**src/verilog/apple1_pkg.sv**
```systemverilog
/*
 * Shared definitions for the Apple-1 memory fabric.
 * Holds the memory map, bus widths, the RAM bank table and the
 * reset hold length. Modules refer to these by scoped names.
 */
`default_nettype none

package apple1_pkg;

	// cpu bus widths
	localparam int ADDR_W = 16;
	localparam int DATA_W = 8;

	typedef logic [ADDR_W-1:0] addr_t;	// 6502 address
	typedef logic [DATA_W-1:0] data_t;	// one byte

	// 4 KiB ram banks
	localparam int BANK_ADDR_W = 12;
	localparam int BANK_PAGE_W = ADDR_W - BANK_ADDR_W;	// 4 bit page number
	localparam int NUM_BANKS = 5;

	// base page of each bank, entry 0 on the right
	// banks 0..3 cover 0x0000-0x3fff, bank 4 holds basic at 0xe000
	localparam logic [NUM_BANKS-1:0][BANK_PAGE_W-1:0] BANK_BASE = {
		4'hE,	// basic
		4'h3,
		4'h2,
		4'h1,
		4'h0
	};

	typedef logic [NUM_BANKS-1:0] bank_sel_t;	// one-hot or empty

	// wozmon page at 0xff00
	localparam int ROM_ADDR_W = 8;
	localparam logic [ADDR_W-ROM_ADDR_W-1:0] ROM_PAGE = 8'hFF;

	// core reset stretch
	localparam int RESET_HOLD = 16;	// cycles after the last cause
	localparam int HOLD_W = $clog2(RESET_HOLD + 1);
	typedef logic [HOLD_W-1:0] hold_cnt_t;
	localparam hold_cnt_t HOLD_LOAD = hold_cnt_t'(RESET_HOLD);

	// what the cpu sees outside the map
	localparam data_t UNMAPPED_DATA = 8'h00;

endpackage

`default_nettype wire

```
**src/verilog/mem_bus_if.sv**
```systemverilog
/*
 * One arbitrated memory access per cycle.
 * Driven by the arbiter, consumed by the ram banks, the monitor rom
 * and the read mux. valid marks a cycle that carries an access.
 */
`default_nettype none

interface mem_bus_if;

	logic                   valid;		// access in this cycle
	apple1_pkg::addr_t      addr;
	apple1_pkg::data_t      wdata;
	logic                   we;		// write to a ram bank
	apple1_pkg::bank_sel_t  bank_sel;	// one-hot bank decode
	logic                   rom_sel;	// 0xff00 page hit
	logic                   rom_we;		// download write into rom

	// decoder side
	modport arb (
		output valid, addr, wdata, we, bank_sel, rom_sel, rom_we
	);

	// memories
	modport mem (
		input addr, wdata, we, bank_sel, rom_we
	);

	// read data return path only needs the decode
	modport mux (
		input valid, bank_sel, rom_sel
	);

endinterface

`default_nettype wire

```
**src/verilog/read_mux.sv**
```systemverilog
/*
 * Read data return path.
 * Keeps the decode of each access for one cycle so that it lines up
 * with the registered memory outputs, then loads cpu_rdata with the
 * selected byte. Unmapped accesses return UNMAPPED_DATA and idle
 * cycles leave cpu_rdata alone.
 */
`default_nettype none

module read_mux (
	input  wire                sys_clock,
	input  wire                reset,
	mem_bus_if.mux             bus,
	input  apple1_pkg::data_t  bank_rdata [apple1_pkg::NUM_BANKS],
	input  apple1_pkg::data_t  rom_rdata,
	output apple1_pkg::data_t  cpu_rdata
);

	logic                   valid_q;	// access one cycle back
	apple1_pkg::bank_sel_t  bank_q;
	logic                   rom_q;
	apple1_pkg::data_t      pick;

	// decode aligned with memory read latency
	always_ff @(posedge sys_clock) begin
		if (reset) begin
			valid_q <= 1'b0;
			bank_q  <= '0;
			rom_q   <= 1'b0;
		end else begin
			valid_q <= bus.valid;
			if (bus.valid) begin
				bank_q <= bus.bank_sel;
				rom_q  <= bus.rom_sel;
			end
		end
	end

	// selects are one-hot or empty
	always_comb begin
		pick = apple1_pkg::UNMAPPED_DATA;
		for (int i = 0; i < apple1_pkg::NUM_BANKS; i++) begin
			if (bank_q[i])
				pick = bank_rdata[i];
		end
		if (rom_q)
			pick = rom_rdata;
	end

	always_ff @(posedge sys_clock) begin
		if (reset)
			cpu_rdata <= '0;
		else if (valid_q)
			cpu_rdata <= pick;	// hold otherwise
	end

endmodule

`default_nettype wire

```
**src/flat_wrapper.sv**
```systemverilog
// flat-port wrapper written by rule: the top's interface ports become plain ports
module read_mux_flat 
  (sys_clock, reset, bank_rdata, rom_rdata, cpu_rdata, bus_valid, bus_bank_sel, bus_rom_sel);
  mem_bus_if bus_i ();
  input  wire sys_clock;
  input  wire reset;
  input  apple1_pkg::data_t bank_rdata[apple1_pkg::NUM_BANKS];
  input  apple1_pkg::data_t rom_rdata;
  output apple1_pkg::data_t cpu_rdata;
  input wire logic [$bits(bus_i.valid)-1:0] bus_valid;
  input wire logic [$bits(bus_i.bank_sel)-1:0] bus_bank_sel;
  input wire logic [$bits(bus_i.rom_sel)-1:0] bus_rom_sel;
  assign bus_i.valid = bus_valid;
  assign bus_i.bank_sel = bus_bank_sel;
  assign bus_i.rom_sel = bus_rom_sel;
  read_mux u_core (.sys_clock(sys_clock), .reset(reset), .bus(bus_i), .bank_rdata(bank_rdata), .rom_rdata(rom_rdata), .cpu_rdata(cpu_rdata));
endmodule
```
**config.mk**
```make
export PLATFORM = sky130hd
export DESIGN_NAME = read_mux_flat
export DESIGN_NICKNAME = d
export VERILOG_FILES = /design/src/verilog/apple1_pkg.sv /design/src/verilog/mem_bus_if.sv /design/src/verilog/read_mux.sv /design/src/flat_wrapper.sv
export SDC_FILE = /design/constraint.sdc
export NUM_CORES = 1
export LEC_CHECK = 0
export ABC_AREA = 1
export BUFFER_PORTS_ARGS = -buffer_cell sky130_fd_sc_hd__buf_2
export CORE_UTILIZATION = 45
export DETAILED_ROUTE_END_ITERATION = 12
export GPL_TIMING_DRIVEN = 0
export PLACE_DENSITY_LB_ADDON = 0.25
export SLEW_MARGIN = 20
export SYNTH_ARGS = -nofsm -noshare
export SYNTH_HDL_FRONTEND = slang
export SYNTH_SLANG_ARGS = --single-unit
export TNS_END_PERCENT = 30
```
**constraint.sdc**
```tcl
create_clock -name sys_clock -period 2.2 [get_ports sys_clock]
set_clock_uncertainty 0.1 [all_clocks]
set_input_delay 0.11 -clock sys_clock [delete_from_list [all_inputs] [get_ports sys_clock]]
set_output_delay 0.11 -clock sys_clock [all_outputs]
set_load 0.005 [all_outputs]
```
; ---- Word level (Yosys, flattened, before mapping)
; Cells that the tools add are included.
; W data, S select, Z words.
[word_totals]
ff_bits = 15
out_inout_bits = 8
in_bits = 57
latch_bits = 0
elab_cells = 10
romBits = 0
ram_bits = 0
n_memories = 0
[op_classes]
shifts = 0
order_cmp = 0
mul = 0
addsub = 0
n_mux = 6
reduce_logical = 0
bitwise = 0
n_div = 0
n_eq_ne = 0
[ops]
columns = operator, count
row1 = $mux W8, 6

; ---- Depth between registers and ports, before layout
; Gate-level depths: netlist of run 1.
[logic_depth]
depth_word = 6
depth_mapped = 10
depth_no_buf = 9

; ---- Worst setup path before layout of run 1
; No wires, ideal clock.
[synth_path]
path_type = reg-to-reg
startpoint = register u_core.bank_q[2]
endpoint = register u_core.cpu_rdata[4]
required_time_ps = 1978
synth_period_minus_slack_ps = 1193
t_arrival_ps = 971
path_slack_ps = 1007
stages_incl_launch_ff = 11
n_path_buf = 2
path_cell_list = dfxtp_1 > buf_6 > buf_12 > a21oi_1 > nand2_1 > nand2_1 > nand2_1 > nand2_1 > nand2_1 > nand2_1 > a21oi_2
[synth_between]
elab_chain_len = 4
[synth_rtl]
columns = element, line_no
row1 = "start, declared", read_mux.sv:20  ; apple1_pkg::bank_sel_t bank_q;
row2 = "start signal, assigned", read_mux.sv:33  ; bank_q <= bus.bank_sel;
row3 = $mux W8 (3 in a row), read_mux.sv:43  ; if (bank_q[i])
row4 = $mux W8, read_mux.sv:46  ; if (rom_q)
row5 = "end signal, assigned", read_mux.sv:54  ; cpu_rdata <= pick;
row6 = "end, declared", read_mux.sv:16  ; output apple1_pkg::data_t cpu_rdata
; No other way between the ends.
; A chain may end at the register's enable or synchronous reset.

==> flow_summary.rst, run 1 <==
.. list-table::
   :header-rows: 1

   * - Metric
     - Value
   * - Clock tree from TritonCTS
     - built
   * - Final weighted congestion in routability-driven placement
     - 0.8047
   * - Mapped cell area
     - 1074 um2
   * - Die ar.
     - 2585 um2
   * - Net count of the finished layout
     - 306
   * - Final number of max-transition violations
     - 0
   * - Number of iterations in the first detailed-routing pass
     - 4
   * - Inserted Diodes
     - 0
   * - Root Buffer
     - clkbuf_4
   * - Area used by multi-input combinational logic
     - 609.3 um2
   * - Clock buffer count from CTS
     - 3
   * - Setup repair after global routing missed its margin
     - false
   * - Final hold vios
     - 0
   * - Via count of the first global-routing pass
     - 1,162
   * - Combinational Power Share
     - 33.3%
   * - Status
     - finished clean
   * - Gate count of the mapped netlist
     - 175
   * - Core box area
     - 2233 um2
   * - Fraction of final layout cells with drive strength greater than 1
     - 38.31%
   * - Fillcell total
     - 237
   * - GR Util All Layers
     - 22.45%
   * - H-Tree Level Count
     - 1
   * - Cell Rows
     - 17
   * - Antenna violations before repair
     - 0
   * - Peak supply drop
     - 453.0 uV
   * - Maximum number of pins on one net before global-route repair
     - 11
   * - DRC violations left
     - 0
   * - R2r worst-path depth
     - 4
   * - Peak fanout along the critical path
     - 9
   * - Synthesized Nets
     - 232
   * - Global-route wire length before repair
     - 4450 um
   * - Total global routing overflow
     - 0
   * - Critical Setup Path Class
     - register to register
   * - Fraction of power spent switching nets
     - 30.68%
   * - Element type at the critical path start
     - register
   * - Fraction of the core area covered by cells at the end of the flow
     - 67.40%
   * - Fin crit share
     - 64.40%
   * - Number of warnings printed during yosys synthesis
     - 0
   * - Wire per inst
     - 9.866 um
   * - Mean post-synth cell area
     - 6.134 um2
   * - Peak clock frequency supported by timing
     - 0.7058 GHz
   * - Number of top-level design ports
     - 65
   * - Height of the die
     - 50.84 um
   * - Detailed placer's ending HPWL
     - 2146 um
   * - Die width
     - 50.84 um
   * - Most frequent standard cell in the layout excluding fill and tap cells
     - nand2_1
   * - Total routed wirelength
     - 2723 um
   * - Clock latency on the worst-skew pair
     - 0.27 ns
   * - Commonest cells after routing, fill and taps aside
     - nand2_1 (72), buf_2 (70), a21oi_1 (30), inv_1 (16), dfxtp_1 (15)
   * - Count of input and output buffers
     - 64
   * - Maximum count of clock buffers along a single path
     - 2
   * - Relative slew margins
     - 73.70%
   * - Switching power
     - 205.3 uW
   * - Unique masters post-synth
     - 15
   * - Type of destination of the critical path
     - register
   * - Required @ worst endpoint
     - 2.32 ns
   * - Static leakage
     - 0.8452 nW
   * - Sequential element share of the synthesized area
     - 27.97%
   * - Power Density
     - 444.5 nW/um2
   * - Min Tclk post-route
     - 1.417 ns
   * - Setup violators final
     - 0
   * - # clock sinks
     - 15
   * - Detailed Route Iter0 Violations
     - 33
   * - Setup TNS
     - 0 ns
   * - Area grow syn2layout
     - 40.21%
   * - Reg clk slew, reported paths
     - 0.08 ns
   * - Via count of the routed design
     - 1,344
   * - Cell count of the worst hold path
     - 3
   * - Count of antenna-violating nets left after detailed routing
     - 0
   * - Max capacitance violation total
     - 0
   * - Slew at the pin with the worst max-slew slack
     - 0.3945 ns
   * - Post-synthesis sequential element count
     - 15
   * - Clk network pwr share
     - 23.0%
   * - Internal power component
     - 463.8 uW
   * - Fraction of power consumed by sequential logic
     - 43.8%
   * - Worst EP arrival
     - 1.54 ns
   * - Post-detailed-route via-to-cell ratio
     - 4.870
   * - Sequential cell area
     - 300.3 um2
   * - Worst min-delay path category
     - primary input to register
   * - Starting Density
     - 48.07%
==> synthesized netlist by cell type (all sizes together) <==
cell type  number  area share (%)
dfxtp          15              28
clkbuf          1            0.35
a21oi          44              25
nand3           8             3.7
a211oi          2             1.4
nand2          72              25
inv            20             7.5
nor2            3             1.0
buf            10             7.5
==> path summary, 6_finish.rpt <==
check	endpoint	slack, ns	startpoint
hold reg to reg	u_core.cpu_rdata[5]$_SDFFE_PP0P_	0.38	u_core.cpu_rdata[5]$_SDFFE_PP0P_
setup / recovery	u_core.bank_q[0]$_SDFFE_PP0P_	0.78	u_core.bank_q[0]$_SDFFE_PP0P_
hold / removal	u_core.bank_q[1]$_SDFFE_PP0P_	0.01	bus_bank_sel[1]
setup reg to reg	u_core.bank_q[0]$_SDFFE_PP0P_	0.78	u_core.bank_q[0]$_SDFFE_PP0P_
==> layout make-up <==
type                            count  area share, %
Tap cell                           28          2.328
Inverter                           20          5.320
Buffer                             11          5.569
Timing Repair Buffer               69          24.61
Multi-Input combinational cell    129          40.48
Sequential cell                    15          19.95
Clock buffer                        4          1.746
==> metrics by stage <==
| stage | setup slack [ns] | cell area, um2 | hold slack [ns] | power (mW) | cells |
|---|---|---|---|---|---|
| finish | 0.7831 | 1505 | 0.009853 | 0.6691 | 276 |
| global route | 0.6996 | 1505 | 0.03053 | 0.7119 | 276 |
| global placement | 0.9270 | 1429 | 0.2618 | 0.5127 | 267 |
| detailed placement | 0.9079 | 1429 | 0.2633 | 0.5150 | 267 |
| floorplan | 1.007 | 1074 | 0.07907 | 0.4326 | 175 |
| CTS | 0.8182 | 1505 | 0.01193 | 0.6715 | 276 |
==> registers in the layout, summed over array words and instances (netlist names) <==
signal	cells
u_core.bank_q	5
u_core.rom_q	1
u_core.valid_q	1
u_core.cpu_rdata	8
==> routing by layer <==
metal | wire length, um | global-route usage (%)
met2 | 1268 | 39.33
met5 | 0 | 0
met3 | 177 | 4.167
met4 | 17 | 4.630
met1 | 1260 | 28.60
==> power groups by stage <==
stage	combinational, mW	sequential, mW	clock, mW
after global routing	0.254	0.295	0.163
after detailed placement	0.216	0.299	0
after floorplan	0.133	0.300	0
final	0.223	0.293	0.154
after global placement	0.214	0.299	0
after CTS	0.223	0.293	0.155
==> timing repair <==
| action | CTS | global route |
|---|---|---|
| hold buffers | 5 | 0 |
| buffers inserted | 0 | 0 |
| gates resized for setup | 0 | 0 |
| hold endpoints to repair | 8 | 0 |
==> cell families after synthesis <==
family          Yosys count  share of synthesized area [%]
flops                    15                          27.97
buf+inv                  31                          15.27
simple gates             83                          29.95
compound gates           46                          26.81
==> worst max-delay path, cell delays in order, from the launching register on <==
cell and delay (ns):
dfxtp_1 0.31, buf_2 0.19, nand2_1 0.08, a21oi_1 0.12, dlygate4sd3_1 0.56
(Power assumes the default switching activity.)
==> run 2, diff against run 1 <==
ABC_AREA = 0   (was 1)
CORE_UTILIZATION = 40   (was 45)
clock period = 1.4 ns   (was 2.2 ns; I/O delays follow)
==> run 2 against run 1 <==
Compared with the run above:
- the flow now finishes with violations (setup timing)
- setup slack lost 0.90 ns
- sequential cell count is the same
- global-route usage grew 0.67 points
- synthesized area shrank 12%
- clock power grew 61%
- critical endpoint is now u_core.cpu_rdata[7]$_SDFFE_PP0P_
- highest routed layer unchanged
==> flow_summary.rst, run 2 <==
.. list-table::
   :header-rows: 1

   * - Metric
     - Value
   * - Status
     - finished, violations left
   * - Violated checks
     - setup timing
   * - Unique masters post-synth
     - 16
   * - Via count of the routed design
     - 1,165
   * - Gate count of the mapped netlist
     - 122
   * - Root Buffer
     - clkbuf_4
   * - CP delay by family, top
     - compound AO/OA/AOI/OAI gates
   * - Fraction of the core area covered by cells at the end of the flow
     - 67.53%
   * - Die ar.
     - 2547 um2
   * - Mapped cell area
     - 939.7 um2
   * - Most used DFF post-synth
     - dfxtp_1
   * - Cell Rows
     - 17
   * - Wire per inst
     - 12.78 um
   * - Number of warnings printed during yosys synthesis
     - 0
   * - Max capacitance violation total
     - 0
   * - Post-synthesis sequential element count
     - 15
   * - Required @ worst endpoint
     - 1.49 ns
   * - Total global routing overflow
     - 0
   * - Static leakage
     - 0.7433 nW
   * - Worst min-delay path category
     - primary input to register
   * - Most common library cells after synthesis
     - nand2_1 (24), dfxtp_1 (15), nor2_1 (14)
   * - Fraction of final layout cells with drive strength greater than 1
     - 39.30%
   * - Antenna violations before repair
     - 0
   * - Clock latency on the worst-skew pair
     - 0.28 ns
   * - Worst path max stage delay
     - 0.42 ns
   * - Buffers & Inverters on Critical Path
     - 0
   * - Post-layout instance count excluding filler cells
     - 229
   * - Final weighted congestion in routability-driven placement
     - 0.7623
   * - Die width
     - 50.47 um
   * - CP max-delay cell
     - or3_4
   * - Via count of the first global-routing pass
     - 1,080
   * - Synthesized Nets
     - 179
   * - Reg clk slew, reported paths
     - 0.09 ns
   * - Element type at the critical path start
     - register
   * - Detailed placer's ending HPWL
     - 2100 um
   * - Count of input and output buffers
     - 63
   * - Peak clock frequency supported by timing
     - 0.6590 GHz
   * - Slew at the pin with the worst max-slew slack
     - 0.4615 ns
   * - Area grow syn2layout
     - 58.99%
   * - Critical Setup Path Class
     - register to register
   * - Sequential element share of the synthesized area
     - 31.96%
   * - Core box area
     - 2212 um2
   * - Post-detailed-route via-to-cell ratio
     - 5.087
   * - Height of the die
     - 50.47 um
   * - Clock tree from TritonCTS
     - built
   * - Total length of routed met3 wires
     - 167 um
   * - Mean post-synth cell area
     - 7.702 um2
   * - Max FFs per register
     - 8
   * - Min Tclk post-route
     - 1.518 ns
   * - Worst Slack Setup Final
     - -0.1175 ns
   * - Worst hold slack across all endpoints
     - 0.07484 ns
   * - Count of antenna-violating nets left after detailed routing
     - 0
   * - Starting Density
     - 42.48%
   * - Global-route wire length before repair
     - 4505 um
   * - Number of cells in the design after placement
     - 213
   * - Fin crit share
     - 108.4%
   * - Net count of the finished layout
     - 259
   * - Peak supply drop
     - 384.9 uV
   * - Worst EP arrival
     - 1.61 ns
   * - Number of top-level design ports
     - 65
   * - Share of flip-flops with an asynchronous set or reset
     - 0%
   * - Maximum number of pins on one net before global-route repair
     - 11
   * - Register with the highest flop count
     - u_core.cpu_rdata
   * - Standard cell area after detailed placement
     - 1301 um2
   * - Type of destination of the critical path
     - register
   * - Final hold vios
     - 0
   * - Share of Yosys cell area claimed by the top area cell type
     - 31.96%
   * - Post-synthesis cell type with the largest combined area
     - dfxtp_1
   * - Design Area, Final
     - 1494 um2
   * - Inserted Diodes
     - 0
   * - Highest metal layer with signal wires
     - met4
   * - Clock buffer count from CTS
     - 3
   * - Number of iterations in the first detailed-routing pass
     - 4
   * - # clock sinks
     - 15
   * - Met2 layer wire length in the routed design
     - 1383 um
   * - M1 WL
     - 1360 um
   * - Detailed Route Iter0 Violations
     - 25
   * - Most frequent standard cell in the layout excluding fill and tap cells
     - buf_2
   * - Setup violators final
     - 8
   * - Sequence of cells on the critical path
     - or3_4, a221o_1, a311oi_2
   * - GR Util All Layers
     - 23.12%
   * - H-Tree Level Count
     - 1
   * - Cell with the most instances after synthesis
     - nand2_1
   * - Commonest cells after routing, fill and taps aside
     - buf_2 (64), nand2_1 (24), dlygate4sd3_1 (15), nor2_1 (14), dfxtp_1 (12)
   * - Final number of max-transition violations
     - 0
   * - Relative slew margins
     - 69.24%
   * - Sum of internal, switching and leakage power
     - 1.043 mW
   * - Total routed wirelength
     - 2927 um
   * - DRC violations left
     - 0
   * - Setup repair after global routing missed its margin
     - true
   * - Maximum count of clock buffers along a single path
     - 2
   * - Peak fanout along the critical path
     - 8
   * - Power Density
     - 698.4 nW/um2
   * - Regs by FF count
     - u_core.cpu_rdata (8), u_core.bank_q (5)
   * - Number of enable flip-flop cells after synthesis
     - 0
   * - Leading post-synthesis cells by cell area
     - dfxtp_1 (32%), nand2_1 (9.6%), a221o_1 (8.5%)
## run 2: layer usage
layer | vias up | track usage (%)
li1 | 595 | -
met1 | 518 | 29.21
met5 | - | 0
met4 | 0 | 6.481
met2 | 50 | 40.44
met3 | 2 | 3.333
## run 2: metrics by stage
step | worst slack (ns) | TNS [ns]
global route | -0.1721 | -1.135
detailed placement | -0.2460 | -1.858
floorplan | -0.07417 | -0.5933
global placement | -0.2221 | -1.661
CTS | -0.1233 | -0.6854
finish | -0.1175 | -0.6908
## run 2: final timing paths
kind,slack [ns],cells after the start,endpoint,startpoint
worst max register to register,-0.12,3,u_core.cpu_rdata[7]$_SDFFE_PP0P_,u_core.rom_q$_SDFFE_PP0P_
worst max-delay path,-0.12,3,u_core.cpu_rdata[7]$_SDFFE_PP0P_,u_core.rom_q$_SDFFE_PP0P_
worst min register to register,0.39,2,u_core.cpu_rdata[2]$_SDFFE_PP0P_,u_core.cpu_rdata[2]$_SDFFE_PP0P_
worst min-delay path,0.07,4,u_core.cpu_rdata[4]$_SDFFE_PP0P_,bank_rdata[20]
## run 2: cell type report
cell class / instances / area [um2]
tap: 28 / 35.03
multi-input combinational: 87 / 581.8
inverter: 8 / 30.03
clock buffer: 4 / 26.28
fill: 188 / 718.2
timing repair buffer: 79 / 473.0
sequential: 15 / 306.5
buffer: 8 / 41.29
## run 2: cells by family after synthesis
group,Yosys count,synth area share [%]
compound gates,32,28.76
buf+inv,20,9.187
flops,15,31.96
mux,6,6.392
simple gates,49,23.70
## run 2: worst reg2reg max path, cell delays in order (launching register included)
cell and delay (ns):
dfxtp_4 0.38, or3_4 0.42, a221o_1 0.32, a311oi_2 0.21
## run 2: power by group
group	internal (mW)	switching, mW
combinational	0.177	0.137
sequential	0.455	0.0254
clock	0.110	0.138
total	0.743	0.301
## run 2: timing repair
action | 4_1_cts | 5_1_grt
hold endpoints to repair | 15 | 0
hold buffers | 15 | 0
pin swaps | 2 | 4
resized for setup | 7 | 9
endpoints found under the setup margin | 8 | 8
setup buffers | 1 | 0
==> run 3, diff against run 2 <==
ABC_AREA = 1   (was 0)
CORE_UTILIZATION = 43   (was 40)
REMOVE_ABC_BUFFERS = 1   (was not set)
==> run 3 against run 2 <==
Compared with the run above:
- the run now ends clean
- cell count rose by 18%
- sequential cell count did not move
- die area grew 6.0%
- first-iteration DRC count fell by 28%
- total power up 0.12%
- largest cell class unchanged
- largest power group unchanged
==> flow_summary.rst, run 3 (synthesis results as in run 1) <==
.. list-table::
   :header-rows: 1

   * - Metric
     - Value
   * - Global-route wire length before repair
     - 4340 um
   * - Peak fanout along the critical path
     - 1
   * - # clock sinks
     - 15
   * - Clock tree from TritonCTS
     - built
   * - Status
     - finished clean
   * - Regs by FF count
     - u_core.cpu_rdata (8), u_core.bank_q (5)
   * - Inserted Diodes
     - 0
   * - Fraction of final layout cells with drive strength greater than 1
     - 36.78%
   * - CP max-delay cell
     - dlygate4sd3_1
   * - Number of iterations in the first detailed-routing pass
     - 4
   * - Pre-CTS setup slack
     - -0.1135 ns
   * - Post-layout instance count excluding filler cells
     - 270
   * - Fraction of the core area covered by cells at the end of the flow
     - 64.98%
   * - Wire per inst
     - 10.07 um
   * - Starting Density
     - 47.17%
   * - Max capacitance violation total
     - 0
   * - Core box area
     - 2276 um2
   * - Clock buffer count from CTS
     - 3
   * - DRC violations left
     - 0
   * - Peak clock frequency supported by timing
     - 0.7512 GHz
   * - Fillcell total
     - 235
   * - Sequence of cells on the critical path
     - dlygate4sd3_1, buf_2, nand2_1, dlygate4sd3_1, a21oi_1
   * - Detailed Route Iter0 Violations
     - 18
   * - Critical Setup Path Class
     - primary input to register
   * - Max FFs per register
     - 8
   * - Final weighted congestion in routability-driven placement
     - 0.7915
   * - CP delay by family, top
     - buffers and inverters
   * - Final number of max-transition violations
     - 0
   * - Standard cell area after detailed placement
     - 1345 um2
   * - GR Util All Layers
     - 21.27%
   * - Relative slew margins
     - 65.34%
   * - Final hold vios
     - 0
   * - Number of top-level design ports
     - 65
   * - Worst path max stage delay
     - 0.56 ns
   * - Die width
     - 51.97 um
   * - Setup repair after global routing missed its margin
     - false
   * - Number of cells in the design after placement
     - 256
   * - Antenna violations before repair
     - 0
   * - Buffers inserted during post-CTS setup optimization
     - 0
   * - Worst min-delay path category
     - primary input to register
   * - Detailed placer's ending HPWL
     - 1943 um
   * - Cell Rows
     - 17
   * - Sum of internal, switching and leakage power
     - 1.045 mW
   * - Maximum count of clock buffers along a single path
     - 2
   * - Most frequent standard cell in the layout excluding fill and tap cells
     - nand2_1
   * - Total global routing overflow
     - 0
   * - Count of input and output buffers
     - 64
   * - Fin crit share
     - 95.08%
   * - Element type at the critical path start
     - primary input
   * - Cell with the most instances on the worst path
     - dlygate4sd3_1
   * - Area grow syn2layout
     - 37.76%
   * - Via count of the first global-routing pass
     - 1,100
   * - Buffers & Inverters on Critical Path
     - 3
   * - H-Tree Level Count
     - 1
   * - Static leakage
     - 0.8065 nW
   * - Maximum number of pins on one net before global-route repair
     - 18
   * - Die ar.
     - 2700 um2
   * - Min Tclk post-route
     - 1.331 ns
   * - Design Area, Final
     - 1479 um2
   * - Height of the die
     - 51.97 um
   * - Reg clk slew, reported paths
     - 0.10 ns
   * - Clock latency on the worst-skew pair
     - 0.28 ns
   * - Setup violators final
     - 0
   * - Via count of the routed design
     - 1,292
   * - Slew at the pin with the worst max-slew slack
     - 0.5192 ns
   * - Post-detailed-route via-to-cell ratio
     - 4.785
   * - Worst EP arrival
     - 1.40 ns
   * - Peak supply drop
     - 628.8 uV
   * - Register with the highest flop count
     - u_core.cpu_rdata
   * - Worst Slack Setup Final
     - 0.06881 ns
   * - Net count of the finished layout
     - 300
   * - Type of destination of the critical path
     - register
   * - Required @ worst endpoint
     - 1.47 ns
   * - Power Density
     - 706.3 nW/um2
   * - Total routed wirelength
     - 2718 um
   * - Commonest cells after routing, fill and taps aside
     - nand2_1 (72), buf_2 (64), a21oi_1 (30), inv_1 (16), a21oi_2 (14)
   * - Count of antenna-violating nets left after detailed routing
     - 0
   * - Root Buffer
     - clkbuf_4
==> run 3: repair_timing <==
item | 4_1_cts | 5_1_grt
hold endpoints to repair | 6 | 0
setup endpoints to repair | 8 | 7
hold buffers | 10 | 0
gates resized for setup | 2 | 2
==> run 3: layer usage <==
layer,wire length [um],global-route usage [%]
met5,0,0
met4,14,9.009
met3,155,2.339
met2,1394,38.25
met1,1153,25.09
==> run 3: worst paths after layout <==
check / from / to / slack [ns] / cells after the start
setup / recovery: bus_bank_sel[0] / u_core.bank_q[0]$_SDFFE_PP0P_ / 0.07 / 5
hold / removal: rom_rdata[5] / u_core.cpu_rdata[5]$_SDFFE_PP0P_ / 0.02 / 5
setup reg to reg: u_core.bank_q[0]$_SDFFE_PP0P_ / u_core.cpu_rdata[2]$_SDFFE_PP0P_ / 0.17 / 8
hold reg to reg: u_core.cpu_rdata[5]$_SDFFE_PP0P_ / u_core.cpu_rdata[5]$_SDFFE_PP0P_ / 0.37 / 2
==> run 3: worst register-to-register path: stages (launching register included) <==
cell     delay (ns)
dfxtp_1        0.49
nand3_1        0.11
nand2_1        0.09
nand2_1        0.06
nand2_1        0.06
nand2_1        0.05
nand2_1        0.06
nand2_1        0.06
a21oi_2        0.10
==> run 3: per-stage QoR <==
stage | TNS (ns) | hold WS (ns)
2_1_floorplan | 0 | 0.03244
3_3_place_gp | -0.7436 | 0.2199
3_5_place_dp | -0.7994 | 0.2241
4_1_cts | 0 | 0.009047
5_1_grt | 0 | 0.02703
6_report | 0 | 0.02136
==> run 3: cell type report <==
type / count / area [um2] / area share, %
Timing Repair Buffer: 74 / 420.4 / 28.43
Multi-Input combinational cell: 129 / 609.3 / 41.20
Tap cell: 28 / 35.03 / 2.369
Clock inverter: 1 / 5.005 / 0.3384
Inverter: 20 / 80.08 / 5.415
Clock buffer: 3 / 22.52 / 1.523
Sequential cell: 15 / 306.5 / 20.73
==> run 3: power breakdown <==
group	total (mW)	switching (mW)	internal, mW
Clock	0.251	0.145	0.106
Combinational	0.294	0.139	0.155
Sequential	0.499	0.0471	0.452
Total	1.04	0.331	0.713
